### src/source/sne_bridge_pkg.sv
/* widths and streamer count are fixed here for the whole bridge
   no module takes parameters, so a new configuration means editing this package */
package sne_bridge_pkg;

   //////////////////////////////////////////////////////////////////////
   // widths
   //////////////////////////////////////////////////////////////////////

   // memory port and apb bus share one address and data width
   localparam int ADDR_W = 32;
   localparam int DATA_W = 32;

   // tcdm side
   localparam int NUM_STREAMERS  = 2;
   localparam int STREAMER_IDX_W = 1;
   // byte offset inside a word, ignored when matching responses
   localparam int WORD_OFFSET_W  = 2;

   //////////////////////////////////////////////////////////////////////
   // types
   //////////////////////////////////////////////////////////////////////

   typedef logic [ADDR_W-1:0] addr_t;
   typedef logic [DATA_W-1:0] data_t;

   // one slot per streamer, index 0 has priority on a tie
   typedef addr_t [NUM_STREAMERS-1:0] streamer_addr_t;
   typedef data_t [NUM_STREAMERS-1:0] streamer_data_t;

   // all ones after reset so the very first request is always seen as new
   localparam addr_t PREV_ADDR_RESET = '1;

   // apb master phases
   typedef enum logic [1:0] {
      APB_IDLE   = 2'd0,
      APB_SETUP  = 2'd1,
      APB_ACCESS = 2'd2
   } apb_state_e;

endpackage

### src/source/apb_req_if.sv
/* one latched transaction at a time between latch and apb master
   pending is a level, take is a one-cycle pulse from the master */
interface apb_req_if
   import sne_bridge_pkg::*;
();

   // transaction payload, stable while pending or busy
   addr_t addr;
   data_t wdata;
   logic  is_write;

   // latch side flag, set on accept and cleared by take
   logic  pending;

   // master side handshake
   // take is high only during the setup phase
   logic  take;
   // busy covers setup and access
   logic  busy;

   modport latch (
      output addr, wdata, is_write, pending,
      input  take, busy
   );

   modport master (
      input  addr, wdata, is_write, pending,
      output take, busy
   );

endinterface

### src/source/mem_change_latch.sv
/* the memory port has no handshake, a request is recognised only by a change
   an identical request repeated back to back is seen as one transaction */
module mem_change_latch
   import sne_bridge_pkg::*;
(
   input  logic     clk_ctrl,
   input  logic     clk_ctrl_rst_high,
   input  logic     mem_valid_i,
   input  addr_t    mem_addr_i,
   input  data_t    mem_wdata_i,
   input  logic     mem_wstrb_i,
   apb_req_if.latch req
);

   // last accepted request, compared against the live port
   addr_t prev_addr;
   data_t prev_data;
   logic  prev_is_write;

   logic  addr_changed;
   logic  data_changed;
   logic  dir_changed;
   logic  new_txn;
   logic  accept;

   //////////////////////////////////////////////////////////////////////
   // change detection
   //////////////////////////////////////////////////////////////////////

   assign addr_changed = (mem_addr_i != prev_addr);
   // write data only counts on writes
   // read data lines are don't care on this port
   assign data_changed = mem_wstrb_i && (mem_wdata_i != prev_data);
   assign dir_changed  = (mem_wstrb_i != prev_is_write);

   assign new_txn = mem_valid_i && (addr_changed || data_changed || dir_changed);

   // nothing is taken while one is queued or on the bus
   // a change seen now stays visible until it can be accepted
   assign accept = new_txn && !req.pending && !req.busy;

   //////////////////////////////////////////////////////////////////////
   // control state
   //////////////////////////////////////////////////////////////////////

   always_ff @(posedge clk_ctrl or posedge clk_ctrl_rst_high) begin
      if (clk_ctrl_rst_high) begin
         req.pending   <= 1'b0;
         prev_addr     <= PREV_ADDR_RESET;
         prev_data     <= '0;
         prev_is_write <= 1'b0;
      end else begin
         if (accept) begin
            req.pending   <= 1'b1;
            // history moves only on accept
            prev_addr     <= mem_addr_i;
            prev_data     <= mem_wdata_i;
            prev_is_write <= mem_wstrb_i;
         end else if (req.take) begin
            // master has moved into setup
            req.pending <= 1'b0;
         end
      end
   end

   //////////////////////////////////////////////////////////////////////
   // payload
   //////////////////////////////////////////////////////////////////////

   // captured once per accept, held through the whole apb access
   always_ff @(posedge clk_ctrl) begin
      if (accept) begin
         req.addr     <= mem_addr_i;
         req.wdata    <= mem_wdata_i;
         req.is_write <= mem_wstrb_i;
      end
   end

endmodule

### src/source/apb_master_fsm.sv
/* single outstanding apb access, no pslverr handling
   read data is valid on mem_rdata_o only in the completion cycle */
module apb_master_fsm
   import sne_bridge_pkg::*;
(
   input  logic      clk_ctrl,
   input  logic      clk_ctrl_rst_high,
   apb_req_if.master req,
   output logic      apb_psel_o,
   output logic      apb_penable_o,
   output logic      apb_pwrite_o,
   output addr_t     apb_paddr_o,
   output data_t     apb_pwdata_o,
   input  data_t     apb_prdata_i,
   input  logic      apb_pready_i,
   output data_t     mem_rdata_o
);

   apb_state_e state_q;
   apb_state_e state_d;

   // access phase ends on this cycle's edge
   logic       done;

   //////////////////////////////////////////////////////////////////////
   // next state
   //////////////////////////////////////////////////////////////////////

   assign done = (state_q == APB_ACCESS) && apb_pready_i;

   always_comb begin
      state_d = state_q;
      case (state_q)
         APB_IDLE: begin
            // a queued transaction starts one edge after it was latched
            if (req.pending) begin
               state_d = APB_SETUP;
            end
         end
         APB_SETUP: begin
            // setup always lasts exactly one cycle
            state_d = APB_ACCESS;
         end
         APB_ACCESS: begin
            // low pready keeps us here with everything held
            if (apb_pready_i) begin
               state_d = APB_IDLE;
            end
         end
         default: begin
            state_d = APB_IDLE;
         end
      endcase
   end

   always_ff @(posedge clk_ctrl or posedge clk_ctrl_rst_high) begin
      if (clk_ctrl_rst_high) begin
         state_q <= APB_IDLE;
      end else begin
         state_q <= state_d;
      end
   end

   //////////////////////////////////////////////////////////////////////
   // handshake back to the latch
   //////////////////////////////////////////////////////////////////////

   // take clears pending on the edge that leaves setup
   assign req.take = (state_q == APB_SETUP);
   assign req.busy = (state_q != APB_IDLE);

   //////////////////////////////////////////////////////////////////////
   // apb outputs
   //////////////////////////////////////////////////////////////////////

   // decoded straight from state, bus is quiet in idle
   assign apb_psel_o    = req.busy;
   assign apb_penable_o = (state_q == APB_ACCESS);
   assign apb_pwrite_o  = req.busy && req.is_write;
   assign apb_paddr_o   = req.busy ? req.addr : '0;

   // write data only on writes, reads keep pwdata at zero
   assign apb_pwdata_o  = (req.busy && req.is_write) ? req.wdata : '0;

   // read data passed through combinationally when the slave completes
   assign mem_rdata_o   = (done && !req.is_write) ? apb_prdata_i : '0;

endmodule

### src/source/tcdm_resp_router.sv
/* responses carry no streamer id, routing is by word address only
   two streamers waiting on the same word both map to the lower index */
module tcdm_resp_router
   import sne_bridge_pkg::*;
(
   input  logic                     clk_ctrl,
   input  logic                     clk_ctrl_rst_high,
   input  logic [NUM_STREAMERS-1:0] tcdm_req_i,
   input  streamer_addr_t           tcdm_add_i,
   input  logic                     resp_valid_i,
   input  addr_t                    resp_addr_i,
   input  data_t                    resp_data_i,
   output logic [NUM_STREAMERS-1:0] tcdm_r_valid_o,
   output streamer_data_t           tcdm_r_data_o
);

   // last requested address of each streamer
   streamer_addr_t             last_addr;

   logic                       match_found;
   logic [STREAMER_IDX_W-1:0]  match_idx;
   logic [STREAMER_IDX_W-1:0]  fallback_idx;
   logic [STREAMER_IDX_W-1:0]  sel_idx;

   //////////////////////////////////////////////////////////////////////
   // request address memory
   //////////////////////////////////////////////////////////////////////

   // updated after the edge, so a response on the same edge sees the old one
   always_ff @(posedge clk_ctrl or posedge clk_ctrl_rst_high) begin
      if (clk_ctrl_rst_high) begin
         last_addr <= '0;
      end else begin
         for (int i = 0; i < NUM_STREAMERS; i++) begin
            if (tcdm_req_i[i]) begin
               last_addr[i] <= tcdm_add_i[i];
            end
         end
      end
   end

   //////////////////////////////////////////////////////////////////////
   // streamer selection
   //////////////////////////////////////////////////////////////////////

   // scan from the top so the lowest matching index is the one left
   always_comb begin
      match_found = 1'b0;
      match_idx   = '0;
      for (int i = NUM_STREAMERS - 1; i >= 0; i--) begin
         // byte offset bits dropped on both sides
         if (resp_addr_i[ADDR_W-1:WORD_OFFSET_W] == last_addr[i][ADDR_W-1:WORD_OFFSET_W]) begin
            match_found = 1'b1;
            match_idx   = STREAMER_IDX_W'(i);
         end
      end
   end

   // no match, pick by the address bits just above the word offset
   assign fallback_idx = resp_addr_i[WORD_OFFSET_W +: STREAMER_IDX_W];

   assign sel_idx = match_found ? match_idx : fallback_idx;

   //////////////////////////////////////////////////////////////////////
   // response outputs
   //////////////////////////////////////////////////////////////////////

   // one-cycle valid pulse toward the selected streamer
   always_ff @(posedge clk_ctrl or posedge clk_ctrl_rst_high) begin
      if (clk_ctrl_rst_high) begin
         tcdm_r_valid_o <= '0;
      end else begin
         tcdm_r_valid_o <= '0;
         if (resp_valid_i) begin
            tcdm_r_valid_o[sel_idx] <= 1'b1;
         end
      end
   end

   // data held per streamer until its next routed response
   // the other slots keep their last value
   always_ff @(posedge clk_ctrl) begin
      if (resp_valid_i) begin
         tcdm_r_data_o[sel_idx] <= resp_data_i;
      end
   end

endmodule

### src/source/sne_tile_bridge.sv
/* single clock domain, one apb access in flight at a time
   memory port requests must be held until accepted, there is no ready back */
module sne_tile_bridge
   import sne_bridge_pkg::*;
(
   input  logic                     clk_ctrl,
   input  logic                     clk_ctrl_rst_high,

   // memory style request port
   input  logic                     mem_valid_i,
   input  addr_t                    mem_addr_i,
   input  data_t                    mem_wdata_i,
   input  logic                     mem_wstrb_i,
   output data_t                    mem_rdata_o,

   // apb master toward the engine register file
   output logic                     apb_psel_o,
   output logic                     apb_penable_o,
   output logic                     apb_pwrite_o,
   output addr_t                    apb_paddr_o,
   output data_t                    apb_pwdata_o,
   input  data_t                    apb_prdata_i,
   input  logic                     apb_pready_i,

   // tcdm requests seen from the streamers, responses back to them
   input  logic [NUM_STREAMERS-1:0] tcdm_req_i,
   input  streamer_addr_t           tcdm_add_i,
   input  logic                     resp_valid_i,
   input  addr_t                    resp_addr_i,
   input  data_t                    resp_data_i,
   output logic [NUM_STREAMERS-1:0] tcdm_r_valid_o,
   output streamer_data_t           tcdm_r_data_o
);

   // latched transaction handed from latch to master
   apb_req_if u_req ();

   //////////////////////////////////////////////////////////////////////
   // memory to apb path
   //////////////////////////////////////////////////////////////////////

   mem_change_latch u_latch (
      .clk_ctrl          (clk_ctrl),
      .clk_ctrl_rst_high (clk_ctrl_rst_high),
      .mem_valid_i       (mem_valid_i),
      .mem_addr_i        (mem_addr_i),
      .mem_wdata_i       (mem_wdata_i),
      .mem_wstrb_i       (mem_wstrb_i),
      .req               (u_req)
   );

   apb_master_fsm u_apb (
      .clk_ctrl          (clk_ctrl),
      .clk_ctrl_rst_high (clk_ctrl_rst_high),
      .req               (u_req),
      .apb_psel_o        (apb_psel_o),
      .apb_penable_o     (apb_penable_o),
      .apb_pwrite_o      (apb_pwrite_o),
      .apb_paddr_o       (apb_paddr_o),
      .apb_pwdata_o      (apb_pwdata_o),
      .apb_prdata_i      (apb_prdata_i),
      .apb_pready_i      (apb_pready_i),
      .mem_rdata_o       (mem_rdata_o)
   );

   //////////////////////////////////////////////////////////////////////
   // scratchpad response path
   //////////////////////////////////////////////////////////////////////

   tcdm_resp_router u_router (
      .clk_ctrl          (clk_ctrl),
      .clk_ctrl_rst_high (clk_ctrl_rst_high),
      .tcdm_req_i        (tcdm_req_i),
      .tcdm_add_i        (tcdm_add_i),
      .resp_valid_i      (resp_valid_i),
      .resp_addr_i       (resp_addr_i),
      .resp_data_i       (resp_data_i),
      .tcdm_r_valid_o    (tcdm_r_valid_o),
      .tcdm_r_data_o     (tcdm_r_data_o)
   );

endmodule

### config.mk
export PLATFORM = sky130hd
export DESIGN_NAME = sne_tile_bridge
export DESIGN_NICKNAME = d
export VERILOG_FILES = /design/src/source/sne_bridge_pkg.sv /design/src/source/apb_req_if.sv /design/src/source/mem_change_latch.sv /design/src/source/apb_master_fsm.sv /design/src/source/tcdm_resp_router.sv /design/src/source/sne_tile_bridge.sv
export SDC_FILE = /design/constraint.sdc
export NUM_CORES = 1
export LEC_CHECK = 0
export BUFFER_PORTS_ARGS = -buffer_cell sky130_fd_sc_hd__buf_4
export CORE_AREA = 2 2 154 156
export CTS_BUF_LIST = sky130_fd_sc_hd__clkbuf_16
export DETAILED_ROUTE_END_ITERATION = 6
export DIE_AREA = 0 0 156 158
export PLACE_DENSITY = 0.75
export SLEW_MARGIN = 25
export SYNTH_ARGS = -nofsm -noshare
export SYNTH_HDL_FRONTEND = slang
export SYNTH_SLANG_ARGS = --single-unit
### constraint.sdc
create_clock -name clk_ctrl -period 9.1 [get_ports clk_ctrl]
set_input_delay 1.82 -clock clk_ctrl [delete_from_list [all_inputs] [get_ports clk_ctrl]]
set_output_delay 1.82 -clock clk_ctrl [all_outputs]
set_load 0.005 [all_outputs]
==> results.tsv, run 1 <==
metric	value	unit
status	finished, final reports clean	
fin_crit_sh	0.524	
relSlewSlack	0.442	
pin_count	397	
routed_wl	26.8	mm
portBuffers	390	
first_iter_violations	243	
drive_above_1_share	0.538	
avgRoutedWirePerCell	19.1	µm
worstHoldPathType	reg2reg	
dpl-instance-area	0.0141	mm²
cts_root_buf	clkbuf_16	
cts_tree	yes	
clk_latency	0.53	ns
finClkSkew	0.0163	ns
yosysWarningCount	0	
critPathRequiredTime	7.28	ns
ant_nets	0	
maxSlewViolCount	0	
drcViolationCount	0	
critPathLaunchType	input port	
maxCapViolations	0	
crit_fanout	32	
hold_violations	0	
start_util	0.474	
area_growth	37.6	%
synthCells	691	
dr.pass1.iters	4	
finalSetupViolCount	0	
cp-end-kind	output port	
groute.usage.overall	0.206	
coreArea	0.0231	mm²
die_y	158	µm
clock_path_buffers	3	
synth_seq_cells	259	
worst_pin_slew	0.835	ns
grt_start_max_net_pins	82	
grt_pass1_vias	7092	
p_per_area	251	mW/mm²
seq_area_frac_synth	0.656	
syn_nets	923	
die_area	0.0246	mm²
grt.met1_usage	0.236	
synth_area	0.0109	mm²
crit_type	in2out	
fin_setup_tns	0	ns
cts_setup_buffers	0	
met2_usage	0.381	
vias_per_cell	4.97	
dpl.hpwl	20.0	mm
via_count	6961	
vdd_ir_drop_max	0.140	mV
place.gp.congestion	0.751	
synth.distinct_cells	28	
path_clk_slew	0.06	ns
fin_nets	1323	
leakage	6.61	nW
dieWidth	156	µm
cts_resized	0	
busiest_layer	met2	
grt_pass1_wl	38.9	mm
period_needed	4.77	ns
antenna_found_initial	0	
cp.arrival	2.95	ns
rows	56	
htreeDepth	1	
finalInstanceArea	0.0150	mm²
hold_buffers	0	
n_antenna_cell	0	
gr-usage-met3	0.0630	
grt.overflow.total	0	
synth.avg_cell_area	15.8	µm²
max_freq	210	MHz
rsz0062_at_grt	no	
cts_buffers	27	
cts_sinks	259	
## metrics by stage
stage / setup WS, ns / hold WS [ns] / total power, mW / cells / utilization
floorplan: 3.86 / 0.455 / 2.33 / 691 / -
global placement: 4.09 / 0.466 / 2.71 / 1351 / 0.613
detailed placement: 4.32 / 0.490 / 2.74 / 1351 / 0.614
CTS: 4.32 / 0.499 / 3.81 / 1401 / 0.651
global route: 4.22 / 0.523 / 3.96 / 1402 / 0.652
finish: 4.33 / 0.497 / 3.77 / 1402 / 0.652
## cell usage after synthesis
library cell  instances  share of area
nand3b_1              1        0.00069
clkbuf_1             19         0.0065
nor4_1               21          0.012
nor2b_1               1        0.00057
and2_1               67          0.038
buf_6                 5         0.0052
edfxtp_1            129           0.35
nand2b_1              2         0.0011
nor3_1                3         0.0014
a21o_1                1        0.00069
xor2_1               80          0.064
and3_1               33          0.019
buf_2                 2        0.00092
mux2_2               85          0.088
nand3_1               1        0.00046
o21ai_0               1        0.00046
a41oi_1               2         0.0016
mux2_4               40          0.055
dfrtp_1              98           0.22
xnor2_1              44          0.035
inv_1                 3         0.0010
nand4_1              14         0.0080
nor3b_1               1        0.00069
nor2_1                2        0.00069
a21oi_1               2        0.00092
o31ai_1               1        0.00069
or2_2                 1        0.00057
dfstp_2              32          0.077
## report_power, final
group	internal [mW]	switching (mW)	leakage, nW
registers	1.56	0.140	2.69
logic	0.600	0.410	3.47
clock network	0.612	0.442	0.445
total	2.78	0.992	6.61
## placed cells by master, fill, tap and decap left out
cell	n
clkinv_2	7
a21oi_4	1
inv_6	1
inv_4	1
clkbuf_16	28
mux2_2	85
clkinv_1	5
nor3b_4	1
a21o_1	1
o21ai_0	1
mux2_4	40
inv_1	8
clkinvlp_4	1
nand4_1	14
bufinv_16	2
dfstp_2	32
a21oi_1	1
dfrtp_1	98
buf_6	2
nand3_1	1
nor2_1	2
nor3_1	3
nand3b_1	1
a41oi_1	2
edfxtp_1	129
nor4_1	21
buf_4	394
or2_2	1
xnor2_1	44
o31ai_1	1
and2_1	67
and3_1	33
nor2b_2	1
buf_8	1
nand2b_1	2
xor2_1	80
## sequential cells by signal, indices dropped and copies added (netlist names)
signal and flops:
u_latch.req.addr 32, u_latch.prev_data 32, u_latch.prev_addr 32, u_latch.req.wdata 32, u_router.last_addr 60, u_latch.req.pending 1
u_apb.state_q 2, u_router.tcdm_r_data_o 64, u_router.tcdm_r_valid_o 2, u_latch.req.is_write 1, u_latch.prev_is_write 1
## critical path, stage by stage
cell and delay [ns]:
buf_4 0.08, nor3b_4 0.69, and2_1 0.24, buf_4 0.11
## kinds of logic (layout without fill, tap and decap cells)
family | after synthesis | count (layout) | share of synthesized area
DFF | 259 | 259 | 0.656
buffers and inverters | 29 | 450 | 0.0136
xor gates and xnor gates | 124 | 124 | 0.0995
AOI/OAI and AO/OA | 7 | 7 | 0.00435
and+or+nand+nor | 147 | 147 | 0.0835
muxes | 125 | 125 | 0.143
## layer usage
metal	vias to the layer above	wire length (µm)
met4	0	348
met1	3409	9790
met5	-	0
met2	256	14300
met3	31	2380
li1	3265	-
## worst paths after layout
| kind | from | to | slack [ns] | depth (start not counted) |
|---|---|---|---|---|
| hold / removal | u_latch.req.pending | u_latch.req.pending | 0.50 | 1 |
| setup reg to reg | u_router.last_addr[52] | u_router.tcdm_r_data_o[35] | 6.18 | 7 |
| hold reg to reg | u_latch.req.pending | u_latch.req.pending | 0.50 | 1 |
| min in group asynchronous | clk_ctrl_rst_high | u_router.last_addr[3] | 1.42 | 2 |
| max in group asynchronous | clk_ctrl_rst_high | u_latch.prev_data[28] | 6.53 | 3 |
| setup / recovery | apb_pready_i | mem_rdata_o[1] | 4.33 | 4 |
## layout make-up
class | count | area, µm²
clock buffers | 28 | 701
clock inverters | 22 | 153
fillers | 1709 | 8030
inverters | 3 | 13.8
multi-input cells | 403 | 3630
flip-flops and latches | 259 | 7170
well taps | 290 | 363
repair buffers | 397 | 3000
No activity file was read; power rests on OpenSTA's default activity.
==> inputs of run 2 (changes only) <==
CORE_AREA = 2 2 156 158   (was 2 2 154 156)
DIE_AREA = 0 0 158 160   (was 0 0 156 158)
PLACE_DENSITY = 0.74   (was 0.75)
clock period = 4.7 ns   (was 9.1 ns; I/O delays follow)
==> results.tsv, run 2 (synthesis gave the netlist of run 1 again) <==
metric	value	unit	change
status	finished, final reports clean		unchanged
n_antenna_cell	0		unchanged
die_area	0.0253	mm²	was 0.0246 mm²
grt_pass1_vias	7202		was 7092
worst_pin_slew	0.983	ns	was 0.835 ns
cts_setup_buffers	0		unchanged
path_cells	buf_8 -> nor3b_4 -> and2_1 -> buf_4		was buf_4 -> nor3b_4 -> and2_1 -> buf_4
critPathMaxStageDelay	0.67	ns	was 0.69 ns
groute.usage.overall	0.206		about the same
maxCapViolations	0		unchanged
crit_fanout	32		unchanged
cts_buffers	27		unchanged
cp.arrival	2.46	ns	was 2.95 ns
drive_above_1_share	0.541		was 0.538
hold_violations	0		unchanged
finalSetupViolCount	0		unchanged
place.gp.congestion	0.763		was 0.751
placed_cells	1385		was 1351
fin_setup_tns	0	ns	unchanged
max_freq	294	MHz	
crit_slowest_cell	nor3b_4		unchanged
dr.pass1.iters	4		unchanged
clk_latency	0.54	ns	was 0.53 ns
finalWorstSetupSlack	1.30	ns	was 4.33 ns
critPathRequiredTime	3.76	ns	was 7.28 ns
top_regs	u_router.tcdm_r_data_o: 64 flops, u_router.last_addr: 60 flops		unchanged
critPathLaunchType	register		was input port
cts_sinks	259		unchanged
final_cells	1436		was 1402
relSlewSlack	0.345		was 0.442
ant_nets	0		unchanged
p_per_area	493	mW/mm²	was 251 mW/mm²
dieWidth	158	µm	was 156 µm
grt_pass1_wl	39.7	mm	was 38.9 mm
multiInputGateArea	0.00363	mm²	unchanged
vdd_ir_drop_max	0.270	mV	was 0.140 mV
post-place-ws	1.18	ns	was 4.32 ns
fin_nets	1323		unchanged
worstHoldPathType	reg2reg		unchanged
final_common_cell	buf_4		unchanged
antenna_found_initial	0		unchanged
area_growth	38.5	%	was 37.6%
cp-end-kind	output port		unchanged
rsz0062_at_grt	no		unchanged
largest_reg_flops	64		unchanged
path_clk_slew	0.06	ns	about the same
grt_start_max_net_pins	110		was 82
cts_resized	0		unchanged
start_util	0.458		was 0.474
finClkSkew	0.0105	ns	was 0.0163 ns
nFillCells	1823		was 1709
grt.overflow.total	0		unchanged
first_iter_violations	325		was 243
regArea	0.00717	mm²	unchanged
regMostFlops	u_router.tcdm_r_data_o		unchanged
die_y	160	µm	was 158 µm
crit_type	reg2out		was in2out
coreArea	0.0238	mm²	was 0.0231 mm²
routed_wl	27.0	mm	was 26.8 mm
drcViolationCount	0		unchanged
pin_count	397		unchanged
leakage	6.62	nW	was 6.61 nW
period_needed	3.40	ns	
fin_crit_sh	0.724		
rows	57		was 56
clock_path_buffers	3		unchanged
htreeDepth	1		unchanged
via_count	6984		was 6961
final_cell_mix	buf_4, edfxtp_1, dfrtp_1		unchanged
maxSlewViolCount	0		unchanged
avgRoutedWirePerCell	18.8	µm	was 19.1 µm
vias_per_cell	4.86		was 4.97
cts_root_buf	clkbuf_16		unchanged
cts_tree	yes		unchanged
hold_buffers	0		unchanged
dpl.hpwl	19.5	mm	was 20.0 mm
portBuffers	390		unchanged
[run 2: power breakdown]
part	leakage, nW	internal [mW]	switching, mW
sequential	2.69	3.03	0.277
combinational	3.47	1.16	0.810
clock	0.459	1.27	0.904
[run 2: area by class of cell]
cell class                 count  share of cell area
inverter                       3             0.00124
clock buffer                  27              0.0447
sequential                   259               0.474
tap                          324              0.0268
clock inverter                23              0.0151
multi-input combinational    403               0.240
timing repair buffer         397               0.198
[run 2: final timing paths]
check	startpoint	end	slack (ns)	depth (start not counted)
worst max-delay path	u_latch.req.is_write	mem_rdata_o[30]	1.30	4
worst min-delay path	u_latch.req.pending	u_latch.req.pending	0.50	1
worst max register to register	u_router.last_addr[48]	u_router.tcdm_r_data_o[32]	1.89	7
worst min register to register	u_latch.req.pending	u_latch.req.pending	0.50	1
max in group asynchronous	clk_ctrl_rst_high	u_latch.prev_addr[8]	3.27	3
min in group asynchronous	clk_ctrl_rst_high	u_router.last_addr[23]	0.56	2
[run 2: metrics by stage]
step	power [mW]	util	hold WS, ns	area (µm²)
2_1_floorplan	4.52	-	0.455	10900
3_3_place_gp	5.25	0.596	0.465	14200
3_5_place_dp	5.32	0.596	0.492	14200
4_1_cts	7.53	0.634	0.506	15100
5_1_grt	7.83	0.635	0.528	15100
6_report	7.46	0.635	0.497	15100
[run 2: worst max-delay path: cells and delay by family (launching register included)]
kind | cells | cell delay [ns]
simple gates | 2 | 0.97
flops | 1 | 0.56
buf+inv | 2 | 0.38
[run 2: layer usage]
metal,GRT usage,wire length (µm),part of all wire,vias to the layer above
met3,0.0632,2410,0.089,45
met2,0.372,14000,0.52,273
met1,0.234,10000,0.37,3397
li1,-,-,-,3269
met5,0,0,0,-
met4,0.0561,607,0.023,0
==> inputs of run 3 (changes only) <==
CORE_AREA = unset   (was 2 2 156 158)
CORE_MARGIN = 1   (was unset)
CORE_UTILIZATION = 45   (was unset)
DIE_AREA = unset   (was 0 0 158 160)
PLACE_DENSITY = 0.75   (was 0.74)
clock period = 2.7 ns   (was 4.7 ns; I/O delays follow)
==> results.tsv, run 3 (synthesis gave the netlist of run 1 again) <==
metric	value	unit	change
p_switching	3.41	mW	was 1.99 mW
relSlewSlack	0.531		was 0.345
drcViolationCount	0		unchanged
avgRoutedWirePerCell	18.8	µm	about the same
cts_tree	yes		unchanged
die_y	158	µm	was 160 µm
finalSetupViolCount	0		unchanged
critPathRequiredTime	2.16	ns	was 3.76 ns
routed_wl	27.2	mm	was 27.0 mm
status	finished, final reports clean		unchanged
combPwrFrac	0.281		was 0.265
coreArea	0.0236	mm²	was 0.0238 mm²
r2r_slack	0.28	ns	was 1.89 ns
fin_setup_tns	0	ns	unchanged
finClkSkew	0.0221	ns	was 0.0105 ns
dpl-instance-area	0.0143	mm²	was 0.0142 mm²
finalPower	12.7	mW	was 7.46 mW
power.share.clock	0.266		was 0.292
sequentialPowerShare	0.452		was 0.443
vdd_ir_drop_max	0.483	mV	was 0.270 mV
path_cells	nor2_2 -> clkinvlp_4 -> buf_12 -> and3_1 -> buf_4		was buf_8 -> nor3b_4 -> and2_1 -> buf_4
grt_pass1_vias	7231		was 7202
fin_crit_sh	0.947		
rows	56		was 57
path_buf_inv	3		was 2
first_iter_violations	247		was 325
groute.usage.overall	0.211		was 0.206
grt_start_max_net_pins	131		was 110
final_cell_mix	buf_4, edfxtp_1, dfrtp_1		unchanged
critPathMaxStageDelay	0.40	ns	was 0.67 ns
vias_per_cell	4.86		about the same
crit_fanout	38		was 32
dpl.hpwl	20.0	mm	was 19.5 mm
dieWidth	158	µm	about the same
leakage	6.67	nW	was 6.62 nW
worstHoldPathType	in2reg		was reg2reg
crit_slowest_cell	dfrtp_1		was nor3b_4
cts_buffers	28		was 27
p_int	9.28	mW	was 5.47 mW
start_util	0.462		was 0.458
regMostFlops	u_router.tcdm_r_data_o		unchanged
clk_latency	0.54	ns	about the same
path_clk_slew	0.06	ns	about the same
cp.arrival	2.02	ns	was 2.46 ns
die_area	0.0249	mm²	was 0.0253 mm²
area_growth	39.1	%	was 38.5%
critPathLaunch	u_apb.state_q[0]		was u_latch.req.is_write
pin_count	397		unchanged
maxSlewViolCount	0		unchanged
p_sw_frac	0.269		was 0.267
grt.overflow.total	0		unchanged
portBuffers	390		unchanged
place.gp.congestion	0.797		was 0.763
htreeDepth	1		unchanged
period_needed	2.56	ns	
p_per_area	836	mW/mm²	was 493 mW/mm²
hold_violations	0		unchanged
top_regs	u_router.tcdm_r_data_o: 64 flops, u_router.last_addr: 60 flops		unchanged
dr.pass1.iters	4		unchanged
finalInstanceArea	0.0152	mm²	was 0.0151 mm²
antenna_found_initial	0		unchanged
via_count	7023		was 6984
fin_nets	1337		was 1323
final_common_cell	buf_4		unchanged
worst_pin_slew	0.704	ns	was 0.983 ns
rsz0062_at_grt	no		unchanged
grt_pass1_wl	39.6	mm	was 39.7 mm
crit_type	reg2out		unchanged
cp-end-kind	output port		unchanged
maxCapViolations	0		unchanged
cts_root_buf	clkbuf_16		unchanged
largest_reg_flops	64		unchanged
critPathLaunchType	register		unchanged
cts_sinks	259		unchanged
drive_above_1_share	0.539		was 0.541
max_freq	391	MHz	
ant_nets	0		unchanged
r2r_start	u_latch.prev_addr[11]		was u_router.last_addr[48]
hold_start	resp_data_i[30]		was u_latch.req.pending
clock_path_buffers	3		unchanged
critPathTopFamily	buffers and inverters		was simple AND/OR/NAND/NOR gates
n_antenna_cell	0		unchanged
==> run 3: cell types whose count changed in the layout (fill, tap and decap cells not counted), sizes merged <==
cell      delta
buf         +12
bufinv       -4
inv          +4
clkbuf       +1
clkinv       +1
clkinvlp     +1
==> run 3: repair_timing <==
| action | 4_1_cts | 5_1_grt |
|---|---|---|
| hold buffers | 0 | 0 |
| setup endpoints to repair | 21 | 0 |
| buffers inserted | 2 | 0 |
| gates resized for setup | 3 | 0 |
==> run 3: layout make-up <==
cell class,count,area (µm²)
fillers,1790,8420
flip-flops and latches,259,7170
multi-input cells,403,3620
repair buffers,409,3160
clock buffers,28,701
well taps,319,399
clock inverters,24,113
inverters,3,18.8
repair inverters,1,7.51
==> run 3: power groups by stage <==
stage	registers, mW	clock network [mW]	logic (mW)
6_report	5.74	3.38	3.57
5_1_grt	5.84	3.62	3.88
4_1_cts	5.74	3.47	3.63
3_5_place_dp	5.80	0	3.55
3_3_place_gp	5.76	0	3.48
2_1_floorplan	5.71	0	2.16
==> run 3: path summary, 6_finish.rpt <==
path,end,cells past startpoint
max,apb_pwdata_o[24],5
min,u_router.tcdm_r_data_o[30],1
max reg2reg,u_latch.prev_addr[23],7
min reg2reg,u_latch.req.pending,1
max in group asynchronous,u_latch.prev_data[27],3
min in group asynchronous,u_router.last_addr[55],3
==> run 3: stage by stage <==
step	worst slack, ns	hold WS (ns)	cells	util
floorplan	0.0595	0.455	691	-
global placement	0.0671	0.465	1391	0.608
detailed placement	0.0434	0.480	1391	0.608
CTS	0.0843	0.158	1446	0.643
global route	0.00454	0.157	1446	0.643
finish	0.143	0.180	1446	0.643
==> run 3: metal layers <==
metal  share of wire  vias up  wire length, µm  track usage
met5               0        -                0            0
met4           0.014        0              382       0.0472
met3           0.079       31             2150       0.0594
met2            0.53      259            14400        0.384
met1            0.38     3444            10200        0.244
li1                -     3289                -            -
